==> config.mk <==
export PLATFORM = sky130hd
export DESIGN_NAME = cart_intake_top
export DESIGN_NICKNAME = d
export VERILOG_FILES = /design/src/source/cart_pkg.sv /design/src/source/dl_word_if.sv /design/src/source/hdr_region_if.sv /design/src/source/rom_write_ctrl.sv /design/src/source/cart_header_scan.sv /design/src/source/region_select.sv /design/src/source/cart_intake_top.sv
export VERILOG_INCLUDE_DIRS = /design/src /design/src/source
export SDC_FILE = /design/constraint.sdc
export NUM_CORES = 1
export LEC_CHECK = 0
export BUFFER_PORTS_ARGS = -buffer_cell sky130_fd_sc_hd__buf_2
export CAP_MARGIN = 20
export CORE_MARGIN = 3
export CORE_UTILIZATION = 54
export CTS_CLUSTER_DIAMETER = 150
export DETAILED_ROUTE_END_ITERATION = 16
export PLACE_DENSITY = 0.81
export RECOVER_POWER = 100
export SYNTH_ARGS = -nofsm -noshare
export SYNTH_HDL_FRONTEND = slang
export SYNTH_SLANG_ARGS = --single-unit
export TNS_END_PERCENT = 50
==> constraint.sdc <==
create_clock -name clk_sys -period 3.6 [get_ports clk_sys]
set_input_delay 0.72 -clock clk_sys [delete_from_list [all_inputs] [get_ports clk_sys]]
set_output_delay 0.72 -clock clk_sys [all_outputs]
set_load 0.05 [all_outputs]
==> src/source/cart_consts.svh <==
// Header addresses, region codes, quirk bit positions and bus widths
`ifndef CART_CONSTS_SVH
`define CART_CONSTS_SVH

// Handshake and download bus widths
`define CART_ADDR_W 25
`define CART_WORD_W 16
`define CART_ID_W 64

// Product ID words in the cartridge header
`define HDR_ID_FIRST 'h182
`define HDR_ID_LAST 'h18A
// ID is complete by the time this word passes
`define HDR_ID_CHECK 'h18C

// Region letter words
`define HDR_REGION_A 'h1F0
`define HDR_REGION_B 'h1F2

// First word after the header
`define HDR_END 'h200

// Console region codes
`define REGION_JP 2'd0
`define REGION_US 2'd1
`define REGION_EU 2'd2

// Bit positions in the quirk vector
`define QUIRK_SRAM 0
`define QUIRK_EEPROM 1
`define QUIRK_FIFO 2
`define QUIRK_SVP 3
`define QUIRK_N 4

`endif

==> src/source/cart_pkg.sv <==
// Cartridge intake types: address, word, ID, region, priority, quirk and write FSM state
package cart_pkg;

`include "cart_consts.svh"

	////////////////////////////////////////////////////////////
	// Bus payloads
	////////////////////////////////////////////////////////////

	// Byte address into the ROM store
	typedef logic [`CART_ADDR_W-1:0] cart_addr_t;

	// One download or ROM word
	typedef logic [`CART_WORD_W-1:0] cart_word_t;

	// Eight ASCII characters, first character in the top byte
	typedef logic [`CART_ID_W-1:0] cart_id_t;

	////////////////////////////////////////////////////////////
	// Region and compatibility
	////////////////////////////////////////////////////////////

	// JP, US or EU code
	typedef logic [1:0] region_t;

	// 0 US>EU>JP, 1 EU>US>JP, 2 US>JP>EU, 3 JP>US>EU
	typedef logic [1:0] prio_t;

	// One bit per quirk kind
	typedef logic [`QUIRK_N-1:0] quirk_t;

	// ROM write handshake FSM
	typedef enum logic [1:0] {
		WR_IDLE,
		WR_REQ,
		WR_RELEASE
	} wr_state_t;

endpackage

==> src/source/dl_word_if.sv <==
// Download word bus interface with writer and scan modports
`timescale 1ns/10ps

interface dl_word_if
	import cart_pkg::*;
();

	// Download window and word strobe
	logic active;
	logic wr;

	// Word payload, valid with wr
	cart_addr_t addr;
	cart_word_t data;

	// Back-pressure toward the download source
	logic stall;

	// ROM writer holds off the source while a write is in flight
	modport writer (
		input active, wr, addr, data,
		output stall
	);

	// Header scanner only watches the stream
	modport scan (
		input active, wr, addr, data
	);

endinterface

==> src/source/hdr_region_if.sv <==
// Header region flag interface with producer and consumer modports
`timescale 1ns/10ps

interface hdr_region_if ();

	// Region letters seen in the header
	logic flag_j;
	logic flag_u;
	logic flag_e;

	// Whole header has passed
	logic ready;

	modport producer (
		output flag_j, flag_u, flag_e, ready
	);

	modport consumer (
		input flag_j, flag_u, flag_e, ready
	);

endinterface

==> src/source/rom_write_ctrl.sv <==
// ROM write controller: four-phase write handshake, download wait and ROM size capture
`timescale 1ns/10ps

module rom_write_ctrl
	import cart_pkg::*;
(
	input logic clk_sys,
	input logic reset,
	dl_word_if.writer dl,
	output logic mem_req,
	input logic mem_ack,
	output cart_addr_t mem_addr,
	output cart_word_t mem_data,
	output cart_addr_t rom_size
);

	wr_state_t state;
	logic active_q;

	////////////////////////////////////////////////////////////
	// Handshake FSM
	////////////////////////////////////////////////////////////

	always_ff @(posedge clk_sys) begin
		if (reset) begin
			state <= WR_IDLE;
		end else begin
			case (state)
				WR_IDLE: begin
					if (dl.active && dl.wr) begin
						state <= WR_REQ;
					end
				end
				// Hold req until the store takes the word
				WR_REQ: begin
					if (mem_ack) begin
						state <= WR_RELEASE;
					end
				end
				// Wait for ack to drop before the next word
				WR_RELEASE: begin
					if (!mem_ack) begin
						state <= WR_IDLE;
					end
				end
				default: begin
					state <= WR_IDLE;
				end
			endcase
		end
	end

	// Word capture, bytes swapped for the big-endian store
	always_ff @(posedge clk_sys) begin
		if (state == WR_IDLE && dl.active && dl.wr) begin
			mem_addr <= dl.addr;
			mem_data <= {dl.data[7:0], dl.data[15:8]};
		end
	end

	assign mem_req = (state == WR_REQ);

	// Source is held for the whole four-phase transfer
	assign dl.stall = (state != WR_IDLE);

	////////////////////////////////////////////////////////////
	// ROM size
	////////////////////////////////////////////////////////////

	// mem_addr still holds the last word written when active drops
	always_ff @(posedge clk_sys) begin
		if (reset) begin
			active_q <= 1'b0;
			rom_size <= '0;
		end else begin
			active_q <= dl.active;
			if (active_q && !dl.active) begin
				rom_size <= mem_addr + cart_addr_t'(2);
			end
		end
	end

endmodule

==> src/source/cart_header_scan.sv <==
// Cartridge header scanner: region letters, product ID assembly and quirk lookup
`timescale 1ns/10ps

`include "cart_consts.svh"

module cart_header_scan
	import cart_pkg::*;
(
	input logic clk_sys,
	input logic reset,
	dl_word_if.scan dl,
	hdr_region_if.producer hdr,
	output quirk_t quirks
);

	logic active_q;
	logic word_hit;
	logic [2:0] flags;
	logic hdr_ready;
	cart_id_t cart_id;

	// Flag vector is indexed by region code
	function automatic logic [2:0] letter_flags(input logic [7:0] ch);
		logic [2:0] f;
		f = '0;
		if (ch == "J") begin
			f[`REGION_JP] = 1'b1;
		end else if (ch == "U") begin
			f[`REGION_US] = 1'b1;
		end else if (ch >= "0" && ch <= "Z") begin
			f[`REGION_EU] = 1'b1;
		end
		return f;
	endfunction

	// Titles that need a compatibility quirk
	function automatic quirk_t id_quirk(input cart_id_t id);
		quirk_t q;
		q = '0;
		case (id)
			"T-081276", "T-81406 ", "T-081586", "T-81576 ", "T-81476 ":
				q[`QUIRK_SRAM] = 1'b1;
			"MK-1215 ", "G-4060  ", "00001211", "MK-1228 ":
				q[`QUIRK_EEPROM] = 1'b1;
			"T-89016 ":
				q[`QUIRK_FIFO] = 1'b1;
			"MK-1229 ", "G-7001  ":
				q[`QUIRK_SVP] = 1'b1;
			default: ;
		endcase
		return q;
	endfunction

	assign word_hit = dl.active && dl.wr;

	////////////////////////////////////////////////////////////
	// Product ID assembly
	////////////////////////////////////////////////////////////

	// First and last words carry one ID character each
	always_ff @(posedge clk_sys) begin
		if (word_hit) begin
			case (dl.addr)
				`HDR_ID_FIRST:     cart_id[63:56] <= dl.data[15:8];
				`HDR_ID_FIRST + 2: cart_id[55:40] <= {dl.data[7:0], dl.data[15:8]};
				`HDR_ID_FIRST + 4: cart_id[39:24] <= {dl.data[7:0], dl.data[15:8]};
				`HDR_ID_FIRST + 6: cart_id[23:8] <= {dl.data[7:0], dl.data[15:8]};
				`HDR_ID_LAST:      cart_id[7:0] <= dl.data[7:0];
				default: ;
			endcase
		end
	end

	////////////////////////////////////////////////////////////
	// Flags, quirks and ready
	////////////////////////////////////////////////////////////

	always_ff @(posedge clk_sys) begin
		if (reset) begin
			active_q <= 1'b0;
			flags <= '0;
			quirks <= '0;
			hdr_ready <= 1'b0;
		end else begin
			active_q <= dl.active;
			// New download starts from a clean slate
			if (dl.active && !active_q) begin
				flags <= '0;
				quirks <= '0;
			end
			if (!dl.active && active_q) begin
				hdr_ready <= 1'b0;
			end
			if (word_hit) begin
				if (dl.addr == `HDR_REGION_A) begin
					flags <= flags | letter_flags(dl.data[7:0]) | letter_flags(dl.data[15:8]);
				end
				// Only the low byte of the second word holds a letter
				if (dl.addr == `HDR_REGION_B) begin
					flags <= flags | letter_flags(dl.data[7:0]);
				end
				if (dl.addr == `HDR_ID_CHECK) begin
					quirks <= quirks | id_quirk(cart_id);
				end
				if (dl.addr == `HDR_END) begin
					hdr_ready <= 1'b1;
				end
			end
		end
	end

	assign hdr.flag_j = flags[`REGION_JP];
	assign hdr.flag_u = flags[`REGION_US];
	assign hdr.flag_e = flags[`REGION_EU];
	assign hdr.ready = hdr_ready;

endmodule

==> src/source/region_select.sv <==
// Region selector: priority pick from header flags and region set pulse
`timescale 1ns/10ps

`include "cart_consts.svh"

module region_select
	import cart_pkg::*;
(
	input logic clk_sys,
	input logic reset,
	hdr_region_if.consumer hdr,
	input logic region_auto,
	input prio_t region_prio,
	output region_t region_req,
	output logic region_set
);

	logic ready_q;
	logic [2:0] has;

	// First flagged region in the order, else the order's head
	function automatic region_t pick_region(input prio_t prio, input logic [2:0] flag);
		region_t order [0:2];
		case (prio)
			2'd0: order = '{`REGION_US, `REGION_EU, `REGION_JP};
			2'd1: order = '{`REGION_EU, `REGION_US, `REGION_JP};
			2'd2: order = '{`REGION_US, `REGION_JP, `REGION_EU};
			default: order = '{`REGION_JP, `REGION_US, `REGION_EU};
		endcase
		if (flag[order[0]]) begin
			return order[0];
		end else if (flag[order[1]]) begin
			return order[1];
		end else if (flag[order[2]]) begin
			return order[2];
		end
		return order[0];
	endfunction

	// Indexed by region code
	assign has = {hdr.flag_e, hdr.flag_u, hdr.flag_j};

	////////////////////////////////////////////////////////////
	// Request on header ready, release on its fall
	////////////////////////////////////////////////////////////

	always_ff @(posedge clk_sys) begin
		if (reset) begin
			ready_q <= 1'b0;
			region_req <= `REGION_JP;
			region_set <= 1'b0;
		end else begin
			ready_q <= hdr.ready;
			if (hdr.ready && !ready_q && region_auto) begin
				region_req <= pick_region(region_prio, has);
				region_set <= 1'b1;
			end
			// Set lasts until the download ends
			if (!hdr.ready && ready_q) begin
				region_set <= 1'b0;
			end
		end
	end

endmodule

==> src/source/cart_intake_top.sv <==
// Cartridge intake top level: download bus, ROM writer, header scanner and region selector
`timescale 1ns/10ps

module cart_intake_top
	import cart_pkg::*;
(
	input logic clk_sys,
	input logic reset,

	// Download source
	input logic dl_active,
	input logic dl_wr,
	input cart_addr_t dl_addr,
	input cart_word_t dl_data,
	output logic dl_wait,

	// ROM store
	output logic mem_req,
	input logic mem_ack,
	output cart_addr_t mem_addr,
	output cart_word_t mem_data,
	output cart_addr_t rom_size,

	// Compatibility and region
	output quirk_t quirks,
	input logic region_auto,
	input prio_t region_prio,
	output region_t region_req,
	output logic region_set
);

	dl_word_if dl_bus ();
	hdr_region_if hdr_bus ();

	assign dl_bus.active = dl_active;
	assign dl_bus.wr = dl_wr;
	assign dl_bus.addr = dl_addr;
	assign dl_bus.data = dl_data;
	assign dl_wait = dl_bus.stall;

	rom_write_ctrl u_rom_write_ctrl (
		.clk_sys(clk_sys),
		.reset(reset),
		.dl(dl_bus.writer),
		.mem_req(mem_req),
		.mem_ack(mem_ack),
		.mem_addr(mem_addr),
		.mem_data(mem_data),
		.rom_size(rom_size)
	);

	cart_header_scan u_cart_header_scan (
		.clk_sys(clk_sys),
		.reset(reset),
		.dl(dl_bus.scan),
		.hdr(hdr_bus.producer),
		.quirks(quirks)
	);

	region_select u_region_select (
		.clk_sys(clk_sys),
		.reset(reset),
		.hdr(hdr_bus.consumer),
		.region_auto(region_auto),
		.region_prio(region_prio),
		.region_req(region_req),
		.region_set(region_set)
	);

endmodule

# Yosys cells after proc, flatten, opt, wreduce, memory -nomap -nowiden

Index checks and enable logic that the tools add are counted.
W data, S select, Z words.

Register bits after elaboration: 145
Bits of input ports: 49
Word-level logic and storage cells: 163

Add/subtract/negate cells: 1
Magnitude comparators: 7
Equal/unequal tests: 32
Muxes and demuxes: 76
Bitwise operators: 4
Reductions and logical operators: 27

Operator list:

| cell                    | number |
|---|---|
| $eq A64 B63 Y1 const B  | 11 |
| $eq A25 B9 Y1 const B   | 8 |
| $eq A64 B62 Y1 const B  | 1 |
| $mux W1                 | 44 |
| $mux W2                 | 18 |
| $eq A8 B7 Y1 const B    | 4 |
| $add A25 B2 Y25 const B | 1 |
| $eq A25 B10 Y1 const B  | 1 |
| $pmux W6 S3             | 1 |
| $ge A8 B6 Y1 const B    | 2 |
| $le A8 B7 Y1 const B    | 2 |
| $mux W3                 | 4 |
| $mux W4                 | 3 |
| $mux W6                 | 2 |
| $logic_and A1 B1 Y1     | 10 |
| $reduce_and A2 Y1       | 5 |
| $lt A2 B3 Y1 const B    | 3 |
| $or A3 B3 Y3            | 3 |
| $bmux W1 S2             | 3 |
| $pmux W2 S3             | 1 |
| $reduce_or A5 Y1        | 1 |
| $eq A2 B1 Y1 const B    | 2 |
| $eq A2 B2 Y1 const B    | 2 |
| $logic_not A1 Y1        | 4 |
| other kinds (8)         | 11 |

# Depth between registers and ports, before layout

Gate-level depths: netlist of the first run.

Word-level depth: 13
Mapped depth: 6
Mapped depth without buffers: 6

# By module

From an unflattened synthesis of the first run, not the netlist that was laid out.

Cells, all modules: 483
Area total of the unflattened synthesis: 6112.1 sq um

By module, submodules not included:

| module           | times used | cells each | area an instance (sq um) | seq. area each (sq um) |
|---|---|---|---|---|
| cart_header_scan | 1          | 251        | 3259.4                   | 2102.0 |
| rom_write_ctrl   | 1          | 209        | 2660.1                   | 1791.7 |
| region_select    | 1          | 23         | 192.7                    | 80.1 |

# Worst setup path after synthesis of the first run

Ideal clock, no wire load.

Path type: reg-to-reg
From: register u_rom_write_ctrl.state[1]
To: register u_rom_write_ctrl.mem_addr[0], enable pin
Arrival: 2.561 ns
Required time: 3.159 ns
Slack: 0.598 ns
Cell stages (with the launch flop): 3
Clock period less this slack: 3.002 ns
Cells stage by stage: dfxtp_1 > or2_2 > nor2_1

Longest elaborated chain between the ends: 3

RTL lines:

| item                              | RTL line             | text |
|---|---|---|
| from (decl)                       | rom_write_ctrl.sv:17 | `wr_state_t state;` |
| from (signal assigned)            | rom_write_ctrl.sv:26 | `state <= WR_IDLE;` |
| from (signal assigned)            | rom_write_ctrl.sv:31 | `state <= WR_REQ;` |
| from (signal assigned)            | rom_write_ctrl.sv:37 | `state <= WR_RELEASE;` |
| $logic_not A2 Y1                  | rom_write_ctrl.sv:55 | `if (state == WR_IDLE && dl.active && dl.wr) begin` |
| $logic_and A1 B1 Y1 (2 in series) | rom_write_ctrl.sv:55 |  |
| to (signal assigned)              | rom_write_ctrl.sv:56 | `mem_addr <= dl.addr;` |
| to (decl)                         | rom_write_ctrl.sv:12 | `output cart_addr_t mem_addr,` |

Every way passes these cells.
A chain may end at the register's enable or synchronous reset.

# Worst setup path in the final report of the first run

From: input port dl_addr[16]
To: register u_cart_header_scan.cart_id[44], enable pin

Longest elaborated chain between the ends: 2

RTL lines:

| item                        | RTL line               | text |
|---|---|---|
| from (decl)                 | cart_intake_top.sv:13  | `input cart_addr_t dl_addr,` |
| $eq A25 B9 Y1               | cart_header_scan.sv:63 | `case (dl.addr)` |
| $reduce_and A2 Y1 (no line) | --                     |  |
| to (signal assigned)        | cart_header_scan.sv:65 | `` `HDR_ID_FIRST + 2: cart_id[55:40] <= {dl.data[7:0], dl.data[15:8]}; `` |
| to (decl)                   | cart_header_scan.sv:20 | `cart_id_t cart_id;` |

Every way passes these cells.

==> summary.txt, run 1 <==
Outcome
  • Status: finished, violations left
  • Failing checks: max-capacitance violations, max-slew violations

STA
  • Rel. slew slack: -0.2699
  • Final max-slew violation count: 44
  • Fmax: ~0.37 GHz
  • Final Setup Violations: 0
  • Worst slew pin tran: 1905 ps
  • Final hold vios: 0
  • Setup TNS Final: 0 ps
  • Minimum clock period: about 2700 ps
  • RSZ-0062 raised after global routing: false
  • Post-route clock period utilization: 0.7507
  • Clock skew: 9.900 ps

Yosys
  • Synth Net Count: 520
  • Ys flop type: edfxtp_1
  • Post-Syn Instances: between 400 and 500
  • Synth top area share: 0.5257
  • Largest area contributor in the netlist: edfxtp_1
  • Post-Syn Area per Cell: around 13 um^2
  • Seq/Total Area, Yosys: 0.6592
  • Ys async rst share: 0
  • Synth Cell Area: roughly 6000 um^2
  • Warnings, synthesis: 0
  • Flops & latches, synth: between 100 and 150
  • Synth cell types: 56
  • Ranking of synthesized cells by area: edfxtp_1, dfxtp_1, nor2_1
  • Post-synth EDFFs: roughly 110

Critical path
  • CP Launch Point: dl_addr[16]
  • Critical Path RT: between 3000 and 4000 ps
  • Max stage delay cell, worst path: clkbuf_1
  • Crit-path most repeated cell: clkbuf_1
  • Endpoint class of the critical path: flop
  • Delay-heaviest family, CP: simple AND/OR/NAND/NOR gates
  • Critical-path cell list: clkbuf_1 > nor4_1 > nand3_1 > or3_1 > nor2_1 > clkbuf_1
  • CP Class: in -> reg
  • CP peak stage delay: 650 ps
  • Crit Reg-Reg Startpoint: u_rom_write_ctrl.state[1]
  • CP max FO: 16
  • Worst path bufs/invs: 2
  • Crit start category: input port
  • Crit path DAT: ~2900 ps

Drt
  • First-pass iteration count of the detailed router: 5
  • WL/cell: between 15 and 20 um
  • WL final: between 15000 and 20000 um
  • Initial DRC Count: 453
  • Avg Vias per Cell: between 6 and 7
  • Number of remaining DRC errors: 0
  • Routed Antenna Nets: 0
  • Vias: ~4600

Floorplan
  • # rows: 37
  • Ports: roughly 120
  • Core box area: 10560 um^2
  • Starting density of the core: 0.5683
  • Die footprint: around 12000 um^2
  • Die W: between 100 and 150 um
  • Die Span Y: between 100 and 150 um

CTS
  • Setup bufs post-CTS: 0
  • Cts hold-fix bufs: 0
  • Clk buf depth: 2
  • H-tree levels: 4
  • TritonCTS Buffers: 17
  • CTS tree: yes
  • Clock Sink Count: 145
  • Later-pin clock latency in the skew report: ~530 ps
  • CTS root buf: clkbuf_8
  • Post-CTS Resized: 0
  • Clock transition at path regs: 60 ps

GRT
  • Initial antenna violation count: 0
  • Number of global-route vias before repair: 4453
  • First-pass GRT wire length: approximately 24000 um
  • Largest net degree at the start of global routing: 50
  • Gr usage total: 0.2473
  • GRT overflow: 0

Worst hold path
  • Hold Path Origin: dl_addr[13]
  • Hold Crit Class: in -> reg

Finish
  • Final core utilization: 0.6850
  • Area grow syn2layout: 20.55%
  • Ant diodes: 0
  • Final-stage net count: 656
  • Fraction of layout cells with a size suffix above 1: 0.08239
  • Fillcell total: around 840

Power and ir drop
  • Combinational Power Share: 0.075
  • Switch share: 0.2291
  • Maximum vdd drop: 411.3 uV
  • Leak: 2.218 nW
  • P_int: approximately 0.0031 W
  • Clk pwr share: 0.458
  • Sequential share of power: 0.467
  • Switching power: just over 0.0009 W
  • Power Dens Cells: 551.5 nW/um^2

Placed design
  • Routability cong.: 0.9367
  • Port Buffers: 123
  • HPWL after DPL: around 11000 um

Job
  • Total of max-cap violations: 1
==> cell type report <==
| class | instances | area (um^2) | area share |
|---|---|---|---|
| tap | 136 | 170.2 | 0.02353 |
| inverter | 6 | 22.52 | 0.003115 |
| sequential | 145 | 3954 | 0.5468 |
| clock inverter | 14 | 193.9 | 0.02682 |
| multi-input combinational | 308 | 1979 | 0.2738 |
| timing repair buffer | 128 | 493.0 | 0.06818 |
| clock buffer | 18 | 417.9 | 0.05780 |
==> flip-flops by register name (all words and copies together), names as in the netlist <==
signal	count
u_region_select.ready_q	1
u_cart_header_scan.quirks	4
u_region_select.region_set	1
u_rom_write_ctrl.state	2
u_rom_write_ctrl.mem_addr	25
u_cart_header_scan.hdr.ready	1
u_cart_header_scan.cart_id	64
u_cart_header_scan.flags	3
u_rom_write_ctrl.rom_size	25
u_cart_header_scan.active_q	1
u_rom_write_ctrl.mem_data	16
u_region_select.region_req	2
==> layout by cell type, fill, tap and decap left out, types with 12 or more instances in the layout <==
master	instances
a211oi_1	19
clkbuf_1	121
clkbuf_16	16
dfxtp_1	40
edfxtp_1	105
nand2_1	23
nand2b_1	12
nand3_1	20
nand4_1	14
nor2_1	53
nor3_1	18
nor4_1	16
xnor2_1	12
==> final timing paths <==
check                                        end  slack [ps]  cells past startpoint
setup reg to reg    u_rom_write_ctrl.mem_addr[9]         990                      3
hold / removal     u_rom_write_ctrl.mem_addr[13]         380                      1
setup / recovery  u_cart_header_scan.cart_id[44]         900                      6
hold reg to reg      u_cart_header_scan.flags[0]         490                      2
==> synthesized netlist by cell type (all sizes together), types with 3 or more instances <==
cell type    n
a211oi      20
nand3       20
nor4b        9
nand4b       3
nor3        18
and4         3
nand4       17
nor2b        7
o21ai       11
clkbuf       9
nand2       23
xnor2       12
a21oi       11
xor2         7
and3b        4
edfxtp     105
and3         5
nor4bb       5
nor2        54
or3          6
nand2b      12
nor4        19
inv          6
a32oi        3
dfxtp       40
and4bb       3
a311oi       6
nand3b       3
a31oi        3
==> power groups by stage <==
stage,Combinational (W),Sequential [W],Clock (W)
floorplan,0.0000819,0.00201,0
global placement,0.000311,0.00189,0
detailed placement,0.000318,0.00189,0
CTS,0.000319,0.00186,0.00184
global route,0.000321,0.00186,0.00192
finish,0.000300,0.00186,0.00183
==> kinds of logic after synthesis <==
family                   count (synthesis)  synth area share
flip-flops                             145            0.6592
AO/OA/AOI/OAI                           66           0.07676
XOR/XNOR                                19           0.02774
buffers and inverters                   17           0.01084
multiplexers                             2          0.003338
AND/OR/NAND/NOR                        220            0.2201
adder cells (fa/ha/maj)                  1          0.002086
==> worst reg2reg max path, cell delays in order, from the launching register on <==
cell and delay, ps:
dfxtp_1 330, or2_2 340, nor2_4 490, clkbuf_1 1050
==> metal layers <==
metal	up-vias	global-route usage	wire length, um
met3	37	0.06576	1215
met2	244	0.4101	7367
met1	2209	0.3110	6120
met4	0	0.09895	343
met5	-	0	0
li1	2114	-	-
==> through the flow <==
step                      total power, W  instance area, um^2  hold slack (ps)  instances  setup slack (ps)
final                           0.003988                 7231            384.2        755             897.5
after detailed placement        0.002211                 6794            475.4        723             861.5
after CTS                       0.004020                 7406            371.2        755              1408
after global routing            0.004104                 7231            365.3        755             650.6
after floorplan                 0.002091                 5998            462.8        470             598.1
after global placement          0.002202                 6794            473.9        723             959.9
Note: power is estimated with default switching activity, not from simulation.
==> run 2, diff against run 1 <==
==> constraint.sdc (replaced) <==
create_clock -name clk_sys -period 2.8 [get_ports clk_sys]
set_input_delay 0.56 -clock clk_sys [delete_from_list [all_inputs] [get_ports clk_sys]]
set_output_delay 0.56 -clock clk_sys [all_outputs]
set_load 0.05 [all_outputs]
==> run 2 against run 1 <==
Against the previous run: the run still ends with max-capacitance violations, max-slew violations left; clock-buffer cell count grew 1; combinational power grew 30%; die area did not move; setup slack got worse by 380 ps; non-clock buffer count rose by 2; critical path type unchanged; first-iteration DRC count is the same; highest routed layer unchanged; utilization is 0.66 points lower; sequential share of layout area grew 0.54 points; critical path depth stayed put; cell count rose by 0.26%; sequential power rose by 28%; sequential cell count unchanged.
==> summary.txt, run 2 (synthesized netlist as in run 1, its figures left out) <==
Drt
  • Routed Antenna Nets: 0 (unchanged)
  • Number of remaining DRC errors: 0 (unchanged)
  • WL final: 14810 um (was 15050 um)
  • Avg Vias per Cell: 5.970 (was 6.098)
  • WL/cell: 19.57 um (was 19.93 um)
  • Initial DRC Count: 453 (unchanged)
  • First-pass iteration count of the detailed router: 5 (unchanged)
  • Vias: 4519 (was 4604)

Floorplan
  • # rows: 37 (unchanged)
  • Die W: 111.4 um (unchanged)
  • Die footprint: 12410 um^2 (unchanged)
  • Starting density of the core: 0.5683 (unchanged)
  • Ports: 124 (unchanged)
  • Core box area: 10560 um^2 (unchanged)
  • Die Span Y: 111.4 um (unchanged)

CTS
  • Clk buf depth: 2 (unchanged)
  • CTS root buf: clkbuf_8 (unchanged)
  • Later-pin clock latency in the skew report: 530 ps (about the same)
  • Post-CTS Resized: 0 (unchanged)
  • Setup bufs post-CTS: 0 (unchanged)
  • CTS tree: yes (unchanged)
  • Clock Sink Count: 145 (unchanged)
  • Clock transition at path regs: 60 ps (about the same)
  • Cts hold-fix bufs: 0 (unchanged)
  • TritonCTS Buffers: 17 (unchanged)
  • H-tree levels: 4 (unchanged)

Critical path
  • CP Class: in -> reg (unchanged)
  • Max stage delay cell, worst path: nor4_1 (was clkbuf_1)
  • FF-to-FF setup slack: 680 ps (was 990 ps)
  • Critical-path cell list: clkbuf_1 > nor4_1 > nand3_1 > or3_1 > nor2_1 > clkbuf_2 (was clkbuf_1 > nor4_1 > nand3_1 > or3_1 > nor2_1 > clkbuf_1)
  • Endpoint class of the critical path: flop (unchanged)
  • Path depth of the worst reg2reg path: 3 (unchanged)
  • Critical Path RT: 2980 ps (was 3750 ps)
  • Crit start category: input port (unchanged)
  • CP peak stage delay: 680 ps (was 650 ps)
  • Crit path DAT: 2460 ps (was 2860 ps)
  • CP max FO: 16 (unchanged)

STA
  • Worst slew pin tran: 1981 ps (was 1905 ps)
  • Minimum clock period: ~2300 ps
  • Fmax: 0.4390 GHz
  • Final max-slew violation count: 44 (unchanged)
  • Post-route clock period utilization: 0.8135
  • Final Setup Violations: 0 (unchanged)
  • RSZ-0062 raised after global routing: false (unchanged)
  • Setup TNS Final: 0 ps (unchanged)
  • Rel. slew slack: -0.3206 (was -0.2699)
  • Final hold vios: 0 (unchanged)
  • Final hold slack: 236.1 ps (was 384.2 ps)
  • Clock skew: 7.320 ps (was 9.900 ps)

Finish
  • Final instance area: 7161 um^2 (was 7231 um^2)
  • Register with the most flip-flops: u_cart_header_scan.cart_id (unchanged)
  • Ant diodes: 0 (unchanged)
  • Most frequent cells in the layout: clkbuf_1, edfxtp_1, nor2_1, dfxtp_1, nand2_1 (unchanged)
  • Final-stage net count: 658 (was 656)
  • Area grow syn2layout: 19.38% (was 20.55%)
  • Largest regs: u_cart_header_scan.cart_id: 64 flops, u_rom_write_ctrl.mem_addr: 25 flops, u_rom_write_ctrl.rom_size: 25 flops (unchanged)
  • Most common cell after layout, fill and taps aside: clkbuf_1 (unchanged)
  • Non-filler cells, final: 757 (was 755)
  • Largest register FFs: 64 (unchanged)
  • Fraction of layout cells with a size suffix above 1: 0.09018 (was 0.08239)

Worst hold path
  • Hold Crit Class: in -> reg (unchanged)
  • Hold path depth: 1 (unchanged)

Power and ir drop
  • Maximum vdd drop: 464.5 uV (was 411.3 uV)
  • Combinational Power Share: 0.082 (was 0.075)
  • Switch share: 0.2432 (was 0.2291)
  • Overall power: 0.004750 W (was 0.003988 W)
  • Switching power: 0.001155 W (was 0.0009136 W)
  • Leak: 2.189 nW (was 2.218 nW)
  • Power Dens Cells: 663.3 nW/um^2 (was 551.5 nW/um^2)
  • Clk pwr share: 0.414 (was 0.458)
  • P_int: 0.003595 W (was 0.003074 W)
  • Sequential share of power: 0.503 (was 0.467)

Job
  • Total of max-cap violations: 1 (unchanged)

GRT
  • Initial antenna violation count: 0 (unchanged)
  • Gr usage total: 0.2434 (was 0.2473)
  • First-pass GRT wire length: 23430 um (was 23630 um)
  • GRT overflow: 0 (unchanged)
  • Number of global-route vias before repair: 4443 (was 4453)
  • Largest net degree at the start of global routing: 50 (unchanged)

Outcome
  • Status: finished, violations left (unchanged)
  • Failing checks: max-capacitance violations, max-slew violations (unchanged)

Placed design
  • Dpl cells: 725 (was 723)
  • Placed instance area: 6822 um^2 (was 6794 um^2)
  • Routability cong.: 0.8900 (was 0.9367)
  • HPWL after DPL: 10810 um (was 10790 um)
  • Port Buffers: 123 (unchanged)
-- run 2: changes by cell type in the layout (fill, tap and decap cells not counted), sizes merged --
cell,before,now
bufinv,5,1
clkbuf,138,141
clkinvlp,1,3
clkinv,8,9
-- run 2: final timing paths --
kind,startpoint,end
worst max-delay path,dl_addr[22],u_cart_header_scan.cart_id[17]
worst min-delay path,dl_addr[16],u_rom_write_ctrl.mem_addr[16]
worst max register to register,u_rom_write_ctrl.state[1],u_rom_write_ctrl.mem_addr[9]
worst min register to register,u_rom_write_ctrl.rom_size[14],u_rom_write_ctrl.rom_size[14]
-- run 2: area by class of cell --
cell class,count,area (um^2)
Clock inverter,13,96.34
Sequential cell,145,3954
Clock buffer,19,421.7
Multi-Input combinational cell,308,1977
Inverter,6,22.52
Tap cell,136,170.2
Fill cell,867,3395
Timing Repair Buffer,130,519.2
-- run 2: power by group through the flow --
stage / combinational [W] / sequential [W] / clock (W)
3_5_place_dp: 0.000412 / 0.00243 / 0
3_3_place_gp: 0.000403 / 0.00243 / 0
2_1_floorplan: 0.000106 / 0.00258 / 0
4_1_cts: 0.000413 / 0.00239 / 0.00200
5_1_grt: 0.000415 / 0.00240 / 0.00210
6_report: 0.000390 / 0.00239 / 0.00197
-- run 2: metal layers --
metal,share of wire,up-vias,global-route usage
li1,-,2113,-
met2,0.49,225,0.3884
met5,0,-,0
met4,0.026,0,0.1095
met1,0.41,2150,0.3102
met3,0.073,31,0.07120
-- run 2: through the flow --
| step | util | setup slack [ps] |
|---|---|---|
| after CTS | 0.6954 | 746.3 |
| after global placement | 0.6463 | 369.1 |
| after floorplan | - | 281.4 |
| final | 0.6784 | 522.2 |
| after global routing | 0.6784 | 367.9 |
| after detailed placement | 0.6463 | 346.3 |
-- run 2: critical path, delay by kind of cell --
family,cells,cell delay (ps)
AND/OR/NAND/NOR,4,1440
buffers and inverters,2,460
